==> src/hdl/spad_pkg.sv <==
////////////////////////////////////////////////////////////
// Sizes and payload types of the shared scratchpad
// The design is built for one RAM size set here
// Each port group always has four clients
////////////////////////////////////////////////////////////

package spad_pkg;

    // Number of RAM words
    localparam int n_entries = 32;

    // Address width that covers every RAM word
    localparam int addr_bits = $clog2(n_entries);

    // Width of one data word
    localparam int data_bits = 64;

    // Number of peer clients that share one RAM port
    localparam int n_clients = 4;

    // Width of a client index inside one group
    localparam int client_bits = $clog2(n_clients);

    // One access toward a RAM port
    // A read is any request with the write flag low
    typedef struct packed {
        logic                 write;
        logic [addr_bits-1:0] addr;
        logic [data_bits-1:0] wdata;
    } mem_req_t;

    // One response back to a client
    // The valid strobe lasts a single cycle
    typedef struct packed {
        logic                 valid;
        logic [data_bits-1:0] rdata;
    } mem_rsp_t;

    // Requests of the four clients of one group
    typedef mem_req_t [n_clients-1:0] req_group_t;

    // Responses to the four clients of one group
    typedef mem_rsp_t [n_clients-1:0] rsp_group_t;

endpackage
==> src/hdl/spad_top.sv <==
////////////////////////////////////////////////////////////
// Shared scratchpad of 32 words of 64 bits on one clock
// Two groups of four clients, one group per RAM port
// Fixed latency with grant in one cycle and response the next
// A port 0 write beats a port 1 write to the same address
////////////////////////////////////////////////////////////

`timescale 1ns/10ps

module spad_top
(
    input  logic                              clk0,
    input  logic                              arst_n,

    // Client group on RAM port 0
    input  logic [spad_pkg::n_clients-1:0]    req_0,
    input  spad_pkg::req_group_t              client_req_0,
    output logic [spad_pkg::n_clients-1:0]    grant_0,
    output spad_pkg::rsp_group_t              client_rsp_0,

    // Client group on RAM port 1
    input  logic [spad_pkg::n_clients-1:0]    req_1,
    input  spad_pkg::req_group_t              client_req_1,
    output logic [spad_pkg::n_clients-1:0]    grant_1,
    output spad_pkg::rsp_group_t              client_rsp_1,

    // Pulses together with the responses of a dropped port 1 write
    output logic                              collision
);

    // Port 0 path from its arbiter straight into the RAM
    spad_pkg::mem_req_t               port_req_0;
    logic                             port_en_0;
    logic [spad_pkg::data_bits-1:0]   port_rdata_0;

    // Port 1 path before and after the collision guard
    spad_pkg::mem_req_t               port_req_1;
    spad_pkg::mem_req_t               port_req_1_safe;
    logic                             port_en_1;
    logic [spad_pkg::data_bits-1:0]   port_rdata_1;

    // Arbiter for the port 0 client group
    port_arbiter arb_0
    (
        .clk0       (clk0),
        .arst_n     (arst_n),
        .req        (req_0),
        .client_req (client_req_0),
        .grant      (grant_0),
        .port_req   (port_req_0),
        .port_en    (port_en_0),
        .port_rdata (port_rdata_0),
        .client_rsp (client_rsp_0)
    );

    // Arbiter for the port 1 client group
    port_arbiter arb_1
    (
        .clk0       (clk0),
        .arst_n     (arst_n),
        .req        (req_1),
        .client_req (client_req_1),
        .grant      (grant_1),
        .port_req   (port_req_1),
        .port_en    (port_en_1),
        .port_rdata (port_rdata_1),
        .client_rsp (client_rsp_1)
    );

    // Watches both ports and strips a colliding port 1 write
    // Port enables pass around it unchanged
    collision_guard guard0
    (
        .clk0       (clk0),
        .arst_n     (arst_n),
        .req_a      (port_req_0),
        .en_a       (port_en_0),
        .req_b      (port_req_1),
        .en_b       (port_en_1),
        .req_b_safe (port_req_1_safe),
        .collision  (collision)
    );

    // Shared storage
    // Port 0 sees the raw arbiter request and port 1 the guarded one
    dualport_ram ram0
    (
        .clk0       (clk0),
        .req_a      (port_req_0),
        .en_a       (port_en_0),
        .rdata_a    (port_rdata_0),
        .req_b      (port_req_1_safe),
        .en_b       (port_en_1),
        .rdata_b    (port_rdata_1)
    );

endmodule

==> src/hdl/collision_guard.sv <==
////////////////////////////////////////////////////////////
// Resolves same-cycle writes of both ports to one address
// Port 0 always wins and port 1 degrades to a read
// The collision pulse lines up with that access's responses
////////////////////////////////////////////////////////////

`timescale 1ns/10ps

module collision_guard
(
    input  logic                clk0,
    input  logic                arst_n,

    // Port 0 request, observed but never changed
    input  spad_pkg::mem_req_t  req_a,
    input  logic                en_a,

    // Port 1 request as the arbiter issued it
    input  spad_pkg::mem_req_t  req_b,
    input  logic                en_b,

    // Port 1 request as the RAM may safely perform it
    output spad_pkg::mem_req_t  req_b_safe,

    // One-cycle pulse a cycle after a write collision
    output logic                collision
);

    // Both ports are active and both write the same word in this cycle
    logic hit;

    // Registered copy of hit that forms the collision pulse
    logic collision_q;

    assign hit = en_a && en_b && req_a.write && req_b.write &&
                 (req_a.addr == req_b.addr);

    // Port 1 keeps its address and data but loses the write flag on a hit
    // The RAM then reads the old word on port 1 while port 0 writes it
    always_comb
    begin
        req_b_safe = req_b;
        req_b_safe.write = req_b.write && !hit;
    end

    // The RAM answers one cycle after the access
    // Delay the flag by the same amount so it matches the responses
    always_ff @(posedge clk0 or negedge arst_n)
    begin
        if (!arst_n)
        begin
            collision_q <= 1'b0;
        end
        else
        begin
            collision_q <= hit;
        end
    end

    assign collision = collision_q;

endmodule

==> src/hdl/port_arbiter.sv <==
////////////////////////////////////////////////////////////
// Round-robin arbiter of four clients onto one RAM port
// Grant is combinational and the response follows one cycle later
// Clients must hold req and their request until granted
////////////////////////////////////////////////////////////

`timescale 1ns/10ps

module port_arbiter
(
    input  logic                                  clk0,
    input  logic                                  arst_n,

    // Client side
    input  logic [spad_pkg::n_clients-1:0]        req,
    input  spad_pkg::req_group_t                  client_req,
    output logic [spad_pkg::n_clients-1:0]        grant,

    // RAM side
    output spad_pkg::mem_req_t                    port_req,
    output logic                                  port_en,
    input  logic [spad_pkg::data_bits-1:0]        port_rdata,

    // Responses routed back to the client granted one cycle earlier
    output spad_pkg::rsp_group_t                  client_rsp
);

    // Index of the most recently granted client
    // It rests at the last client after reset so client 0 wins first
    logic [spad_pkg::client_bits-1:0] last_q;

    // Result of the search in the current cycle
    logic [spad_pkg::client_bits-1:0] win_idx;
    logic                             found;

    // Candidate index while the search walks around the ring
    logic [spad_pkg::client_bits-1:0] cand;

    // Client that owns the response in flight, plus its valid bit
    logic [spad_pkg::client_bits-1:0] rsp_idx_q;
    logic                             rsp_vld_q;

    // Search the request bits starting at the client after the last winner
    // The last winner itself is looked at last, which gives it lowest priority
    // The index sum wraps naturally in client_bits
    always_comb
    begin
        found = 1'b0;
        win_idx = last_q;
        cand = last_q;
        for (int i = 1; i <= spad_pkg::n_clients; i++)
        begin
            cand = last_q + i[spad_pkg::client_bits-1:0];
            if (!found && req[cand])
            begin
                found = 1'b1;
                win_idx = cand;
            end
        end
    end

    // One-hot grant strobe for the winner of this cycle
    always_comb
    begin
        grant = '0;
        if (found)
        begin
            grant[win_idx] = 1'b1;
        end
    end

    // Forward the winning request to the RAM port
    // The request payload is don't-care while the port is idle
    assign port_req = client_req[win_idx];
    assign port_en = found;

    // The pointer only moves on a real grant
    // An idle cycle keeps the rotation where it was
    always_ff @(posedge clk0 or negedge arst_n)
    begin
        if (!arst_n)
        begin
            last_q <= spad_pkg::client_bits'(spad_pkg::n_clients - 1);
        end
        else if (found)
        begin
            last_q <= win_idx;
        end
    end

    // Remember who was granted so the RAM read data can be steered back
    // The RAM registers its output on the same edge, so both line up
    always_ff @(posedge clk0 or negedge arst_n)
    begin
        if (!arst_n)
        begin
            rsp_idx_q <= '0;
            rsp_vld_q <= 1'b0;
        end
        else
        begin
            rsp_vld_q <= found;
            if (found)
            begin
                rsp_idx_q <= win_idx;
            end
        end
    end

    // Every client sees the shared read data
    // Only the client granted last cycle sees the valid strobe
    always_comb
    begin
        for (int c = 0; c < spad_pkg::n_clients; c++)
        begin
            client_rsp[c].valid = rsp_vld_q && (rsp_idx_q == c[spad_pkg::client_bits-1:0]);
            client_rsp[c].rdata = port_rdata;
        end
    end

endmodule

==> src/hdl/dualport_ram.sv <==
////////////////////////////////////////////////////////////
// True dual-port block RAM on one clock, no reset
// A writing port returns its own new data
// A cross-port read of a word written that cycle sees old data
// Same-address writes on both ports must never reach it
////////////////////////////////////////////////////////////

`timescale 1ns/10ps

module dualport_ram
(
    input  logic                             clk0,

    input  spad_pkg::mem_req_t               req_a,
    input  logic                             en_a,
    output logic [spad_pkg::data_bits-1:0]   rdata_a,

    input  spad_pkg::mem_req_t               req_b,
    input  logic                             en_b,
    output logic [spad_pkg::data_bits-1:0]   rdata_b
);

    // Storage array, left without reset so it maps onto block RAM
    logic [spad_pkg::data_bits-1:0] mem [0:spad_pkg::n_entries-1];

    // Port A
    // A write stores the word and also registers it as read data
    // Nonblocking reads see the word as it was before this edge
    always @(posedge clk0)
    begin
        if (en_a)
        begin
            if (req_a.write)
            begin
                mem[req_a.addr] <= req_a.wdata;
                rdata_a <= req_a.wdata;
            end
            else
            begin
                rdata_a <= mem[req_a.addr];
            end
        end
    end

    // Port B works the same way as port A
    // The collision guard has already turned a same-address write into a read
    always @(posedge clk0)
    begin
        if (en_b)
        begin
            if (req_b.write)
            begin
                mem[req_b.addr] <= req_b.wdata;
                rdata_b <= req_b.wdata;
            end
            else
            begin
                rdata_b <= mem[req_b.addr];
            end
        end
    end

endmodule

==> config.mk <==
export PLATFORM = sky130hd
export DESIGN_NAME = spad_top
export DESIGN_NICKNAME = d
export VERILOG_FILES = /design/src/hdl/spad_pkg.sv /design/src/hdl/spad_top.sv /design/src/hdl/collision_guard.sv /design/src/hdl/port_arbiter.sv /design/src/hdl/dualport_ram.sv
export SDC_FILE = /design/constraint.sdc
export NUM_CORES = 2
export LEC_CHECK = 0
export BUFFER_PORTS_ARGS = -buffer_cell sky130_fd_sc_hd__buf_2
export CORE_UTILIZATION = 38
export CTS_BUF_LIST = sky130_fd_sc_hd__clkbuf_4 sky130_fd_sc_hd__clkbuf_8 sky130_fd_sc_hd__clkbuf_16
export DETAILED_ROUTE_END_ITERATION = 8
export SLEW_MARGIN = 10
export SYNTH_ARGS = -nofsm -noshare
export SYNTH_HDL_FRONTEND = slang
export SYNTH_HIERARCHICAL = 1
export SYNTH_SLANG_ARGS = --single-unit
==> constraint.sdc <==
create_clock -name clk0 -period 16.9 [get_ports clk0]
set_clock_uncertainty 0.15 [all_clocks]
set_input_delay 0 -clock clk0 [delete_from_list [all_inputs] [get_ports clk0]]
set_output_delay 0 -clock clk0 [all_outputs]
set_load 0.01 [all_outputs]
==> summary by stage <==
Finish
Once layout is complete, the cells apart from fillers number 14,750. The number of nets in the final layout is between 10,000 and 15,000. Compared with the post-synthesis result, the final layout area differs by 13.07%. The final core utilization is between 40% and 50%. The post-route netlist has a little under half of its cells at a drive strength greater than 1.

Counting the fill cells in the layout gives about 31,000.

Flow run
Across the run, the number of max-cap violations was 0.

Clocking
The number of hold buffers added after CTS was about 280. The tree built by TritonCTS fans out to roughly 2,200 sinks. TritonCTS created about 240 clock buffers.

After clock tree synthesis, the repair step resized 0 gates. Buffers added to address setup during post-CTS repair amount to 0. The H-tree was split into 4 levels.

The root buffer cell chosen for the clock tree is sky130_fd_sc_hd__clkbuf_16. The clock tree from TritonCTS is yes. No sink is reached through more buffers than the 4 on the longest clock path. The clock edge transition at the registers on the reported setup and hold paths is 60 ps.

The clock latency on the worst-skew pair is 970 ps.

STA
The total of endpoints with negative setup slack in the final report is 0. The timing-limited maximum frequency is about 100 MHz. The relative slew slack is between 2 and 2.5%. Setup total negative slack on the finished layout was measured at 0 ps. The final period demand of the worst path is between 9000 and 10,000 ps. The final period utilization is 57.61%. The max-slew violation count is 0. The pin slew with the least headroom to its limit is between 1000 and 1500 ps. The final count of hold timing violations is 0. Setup repair after global routing left no endpoint under its margin.

Floorplanning
The core region is around 350,000 um2. The die outline width is roughly 600 um. The overall die height is 594.4 um. The floorplan row count is ~220. The initial utilization of the core area, before any placement, comes to a little under two fifths. The overall die area is 353,300 um2. The boundary pin count is between 1,000 and 1,500.

Power
The power share of the sequential group is between 20% and 30%. The worst-case IR drop observed on VDD is approximately 0.00018 V. In this run the power spent charging and discharging nets is 0.01683 W. The final total power is approximately 0.037 W. In this run switching power makes up 46.06% of total power. The clock network fraction of design power is between 10% and 20%. The total internal power is 0.01971 W. In this run, the combinational gates consume 60.3% of the power. In this run the power density over the cells is approximately 240 nW/um2. The static power due to leakage is between 50 and 60 nW.

Route
The routed design has 614,300 um of wire. The number of DRC markers after the initial detailed-route iteration is 16,110. The number of routed nets with antenna violations is 0. The total via count in the routed design is around 100k. Using the TritonRoute via totals, the vias-per-cell ratio works out to roughly 7. In the routed design, unresolved DRC markers number 0. The iteration count of the initial detailed-routing pass is 8.

The average wire length per cell after detail routing is between 40 and 50 um.

GRT
The number of antenna violations at the first check in global routing is 56. Entering global routing, the biggest net connects around 110 pins. The final global-route overflow total is 0. Across every metal layer, demand over resource in global routing totals between 30% and 40%. The first global-routing pass estimated a little over 800,000 um of wire. The via count of the first global-routing pass is 96,560.

Critical path
The biggest cell delay along the critical path is 900 ps. The kind of cell with the highest combined delay along the critical path is buffers and inverters. The critical path's slowest cell is sky130_fd_sc_hd__buf_4. The number of buffers and inverters on the critical path is 10. STA classifies the critical path endpoint as a flop.

At the worst endpoint, the required time is around 17,000 ps. The worst setup path is of the reg2reg kind. The most used cell along the critical path is sky130_fd_sc_hd__buf_4. STA puts the critical path data arrival time at roughly 10,000 ps. Traced cell by cell, the critical path runs through or3_1 > dlygate4sd3_1 > o31ai_4 > dlygate4sd3_1 > buf_4 > buf_4 > a21oi_1 > a32oi_4 > dlygate4sd3_1 > xnor2_1 > dlygate4sd3_1 > nand2_1 > o31a_1 > nand2_4 > buf_4 > nor3_2 > buf_4 > nand2_4 > buf_4 > o21ai_4 > buf_4.

The sort of element at the start of the critical path is a flop. The highest net fanout along the worst path is 36.

Placed design
Routability-driven placement finished with a final weighted congestion of approximately 1.0. The HPWL after detailed placement is around 360,000 um. Including well taps, the total number of placed cells is roughly 14,000. The port buffer count is ~1,100.

Synthesis
sky130_fd_sc_hd__edfxtp_1 takes more of the synthesized area than any other cell. Summing the sequential cell areas from Yosys gives between 40% and 50% of the chip area. The number of distinct library cell variants in the gate-level netlist after synthesis is a little over 70. Of all flip-flops after synthesis, the portion carrying an async set or reset was less than 1%. The count of yosys warnings during synthesis is 6.

The post-synthesis net count is around 10,000. The top-area cell type share of the netlist area is between 40 and 50%. By area the synthesized netlist is led by sky130_fd_sc_hd__edfxtp_1 49%, sky130_fd_sc_hd__mux2_2 16%, sky130_fd_sc_hd__mux4_2 10%. Counting flops and latches in the post-synthesis netlist gives roughly 2,200. Summing every instance area after synthesis gives ~130,000 um2.

The gate count after technology mapping is approximately 9,500. In the synthesized netlist the dominant register cell turns out to be sky130_fd_sc_hd__edfxtp_1. The average size of a mapped cell is ~14 um2.

Yosys mapped a number of flops with a built-in enable equal to between 2,000 and 2,500.

Hold path
The tightest min-delay check is of the in2reg type.

Status
The flow ran to the end, and the final reports show no timing, DRC or antenna violations.
-- worst register-to-register path: stages (launching register included) --
cell,delay [ps]
sky130_fd_sc_hd__dfstp_2,400
sky130_fd_sc_hd__or3_1,310
sky130_fd_sc_hd__dlygate4sd3_1,600
sky130_fd_sc_hd__o31ai_4,60
sky130_fd_sc_hd__dlygate4sd3_1,600
sky130_fd_sc_hd__buf_4,520
sky130_fd_sc_hd__buf_4,600
sky130_fd_sc_hd__a21oi_1,160
sky130_fd_sc_hd__a32oi_4,280
sky130_fd_sc_hd__dlygate4sd3_1,680
sky130_fd_sc_hd__xnor2_1,140
sky130_fd_sc_hd__dlygate4sd3_1,580
sky130_fd_sc_hd__nand2_1,60
sky130_fd_sc_hd__o31a_1,310
sky130_fd_sc_hd__nand2_4,420
sky130_fd_sc_hd__buf_4,720
sky130_fd_sc_hd__nor3_2,300
sky130_fd_sc_hd__buf_4,260
sky130_fd_sc_hd__nand2_4,610
sky130_fd_sc_hd__buf_4,930
sky130_fd_sc_hd__o21ai_4,200
sky130_fd_sc_hd__buf_4,410
-- synth_stat cells, types with 24 or more instances --
master and instances:
sky130_fd_sc_hd__a211oi_1 24, sky130_fd_sc_hd__a21oi_1 205, sky130_fd_sc_hd__a221oi_1 78, sky130_fd_sc_hd__a22o_1 47, sky130_fd_sc_hd__a22oi_1 188, sky130_fd_sc_hd__a31oi_1 87, sky130_fd_sc_hd__a32oi_1 141, sky130_fd_sc_hd__buf_2 350
sky130_fd_sc_hd__buf_4 737, sky130_fd_sc_hd__buf_6 41, sky130_fd_sc_hd__clkbuf_1 541, sky130_fd_sc_hd__edfxtp_1 2176, sky130_fd_sc_hd__mux2_1 129, sky130_fd_sc_hd__mux2_2 1926, sky130_fd_sc_hd__mux2i_1 854, sky130_fd_sc_hd__mux4_2 601
sky130_fd_sc_hd__nand2_1 454, sky130_fd_sc_hd__nor2_1 187, sky130_fd_sc_hd__nor3_1 45, sky130_fd_sc_hd__o21ai_0 56, sky130_fd_sc_hd__o221ai_1 31, sky130_fd_sc_hd__o22ai_1 305, sky130_fd_sc_hd__or4_1 34
-- state kept, by name, summed over array words and instances (netlist names), 2 cells and up --
| register | cells |
|---|---|
| arb_0/last_q | 2 |
| ram0/mem | 2048 |
| arb_1/last_q | 2 |
| arb_1/rsp_idx_q | 2 |
| ram0/rdata_a | 64 |
| arb_0/rsp_idx_q | 2 |
| ram0/rdata_b | 64 |
-- final timing paths --
kind / start / to / slack [ps] / cells after the start
setup reg to reg: arb_1/last_q[1] / ram0/mem[24][18] / 7160 / 21
min in group asynchronous: arst_n / guard0/collision / 560 / 4
hold / removal: req_0[3] / ram0/rdata_a[55] / 70 / 3
max in group asynchronous: arst_n / arb_0/last_q[0] / 15670 / 4
setup / recovery: arb_1/last_q[1] / ram0/mem[24][18] / 7160 / 21
hold reg to reg: arb_1/rsp_idx_q[1] / arb_1/rsp_idx_q[1] / 410 / 1
-- logic make-up (layout without fill, tap and decap cells) --
family	Yosys count	count (layout)	share of synthesized area (%)
flops	2187	2187	49.20
other cells	0	76	0
compound gates	1222	1222	6.343
buf+inv	1699	2265	7.457
xor+xnor	5	5	0.03283
mux	3510	3510	33.91
simple gates	882	882	3.055
-- placed cells by master, fill, tap and decap left out, types with 20 or more instances in the layout --
| cell | n |
|---|---|
| sky130_fd_sc_hd__a211oi_1 | 24 |
| sky130_fd_sc_hd__a21oi_1 | 205 |
| sky130_fd_sc_hd__a221oi_1 | 78 |
| sky130_fd_sc_hd__a22o_1 | 47 |
| sky130_fd_sc_hd__a22oi_1 | 188 |
| sky130_fd_sc_hd__a31oi_1 | 86 |
| sky130_fd_sc_hd__a32oi_2 | 128 |
| sky130_fd_sc_hd__a41oi_1 | 20 |
| sky130_fd_sc_hd__buf_2 | 1098 |
| sky130_fd_sc_hd__buf_4 | 421 |
| sky130_fd_sc_hd__clkbuf_16 | 244 |
| sky130_fd_sc_hd__clkbuf_4 | 52 |
| sky130_fd_sc_hd__clkinv_1 | 67 |
| sky130_fd_sc_hd__clkinv_2 | 45 |
| sky130_fd_sc_hd__diode_2 | 76 |
| sky130_fd_sc_hd__dlygate4sd3_1 | 282 |
| sky130_fd_sc_hd__edfxtp_1 | 2176 |
| sky130_fd_sc_hd__mux2_1 | 129 |
| sky130_fd_sc_hd__mux2_2 | 1926 |
| sky130_fd_sc_hd__mux2i_1 | 854 |
| sky130_fd_sc_hd__mux4_2 | 601 |
| sky130_fd_sc_hd__nand2_1 | 443 |
| sky130_fd_sc_hd__nor2_1 | 178 |
| sky130_fd_sc_hd__nor2_4 | 35 |
| sky130_fd_sc_hd__nor3_1 | 43 |
| sky130_fd_sc_hd__nor4_1 | 23 |
| sky130_fd_sc_hd__o21ai_0 | 48 |
| sky130_fd_sc_hd__o221ai_1 | 31 |
| sky130_fd_sc_hd__o22ai_1 | 281 |
| sky130_fd_sc_hd__o22ai_4 | 24 |
| sky130_fd_sc_hd__or4_1 | 31 |
-- layout make-up --
cell class	instances	area [um2]	area share, %
repair buffers	1811	11690	7.750
flip-flops and latches	2187	65620	43.52
clock inverters	148	1200	0.7957
multi-input cells	5619	59800	39.66
well taps	4599	5754	3.816
inverters	10	47.55	0.03153
diodes	76	190.2	0.1261
clock buffers	296	6496	4.308
-- stage by stage --
stage               instance area [um2]  hold WS (ps)  worst slack [ps]
floorplan                        133400        -445.6              8452
global placement                 140000        -275.3              8581
detailed placement               140000        -263.4              8569
CTS                              150600         29.03              7382
global route                     150600         82.81              7185
finish                           150800         71.05              7164
-- power groups by stage --
| stage | Combinational [W] | Clock, W | Sequential (W) |
|---|---|---|---|
| 6_report | 0.0220 | 0.00532 | 0.00918 |
| 5_1_grt | 0.0224 | 0.00553 | 0.00928 |
| 4_1_cts | 0.0213 | 0.00535 | 0.00919 |
| 3_5_place_dp | 0.0208 | 0 | 0.00929 |
| 3_3_place_gp | 0.0206 | 0 | 0.00922 |
| 2_1_floorplan | 0.0139 | 0 | 0.00908 |
-- metal layers --
layer | routed length, um | vias up | GRT usage (%) | part of all wire, %
li1 | - | 37890 | - | -
met1 | 218000 | 51480 | 41.99 | 35
met2 | 265300 | 9324 | 49.48 | 43
met3 | 85560 | 2154 | 10.77 | 14
met4 | 45210 | 32 | 21.73 | 7.4
met5 | 277 | - | 0.3786 | 0.045
Note: power is estimated with default switching activity, not from simulation.
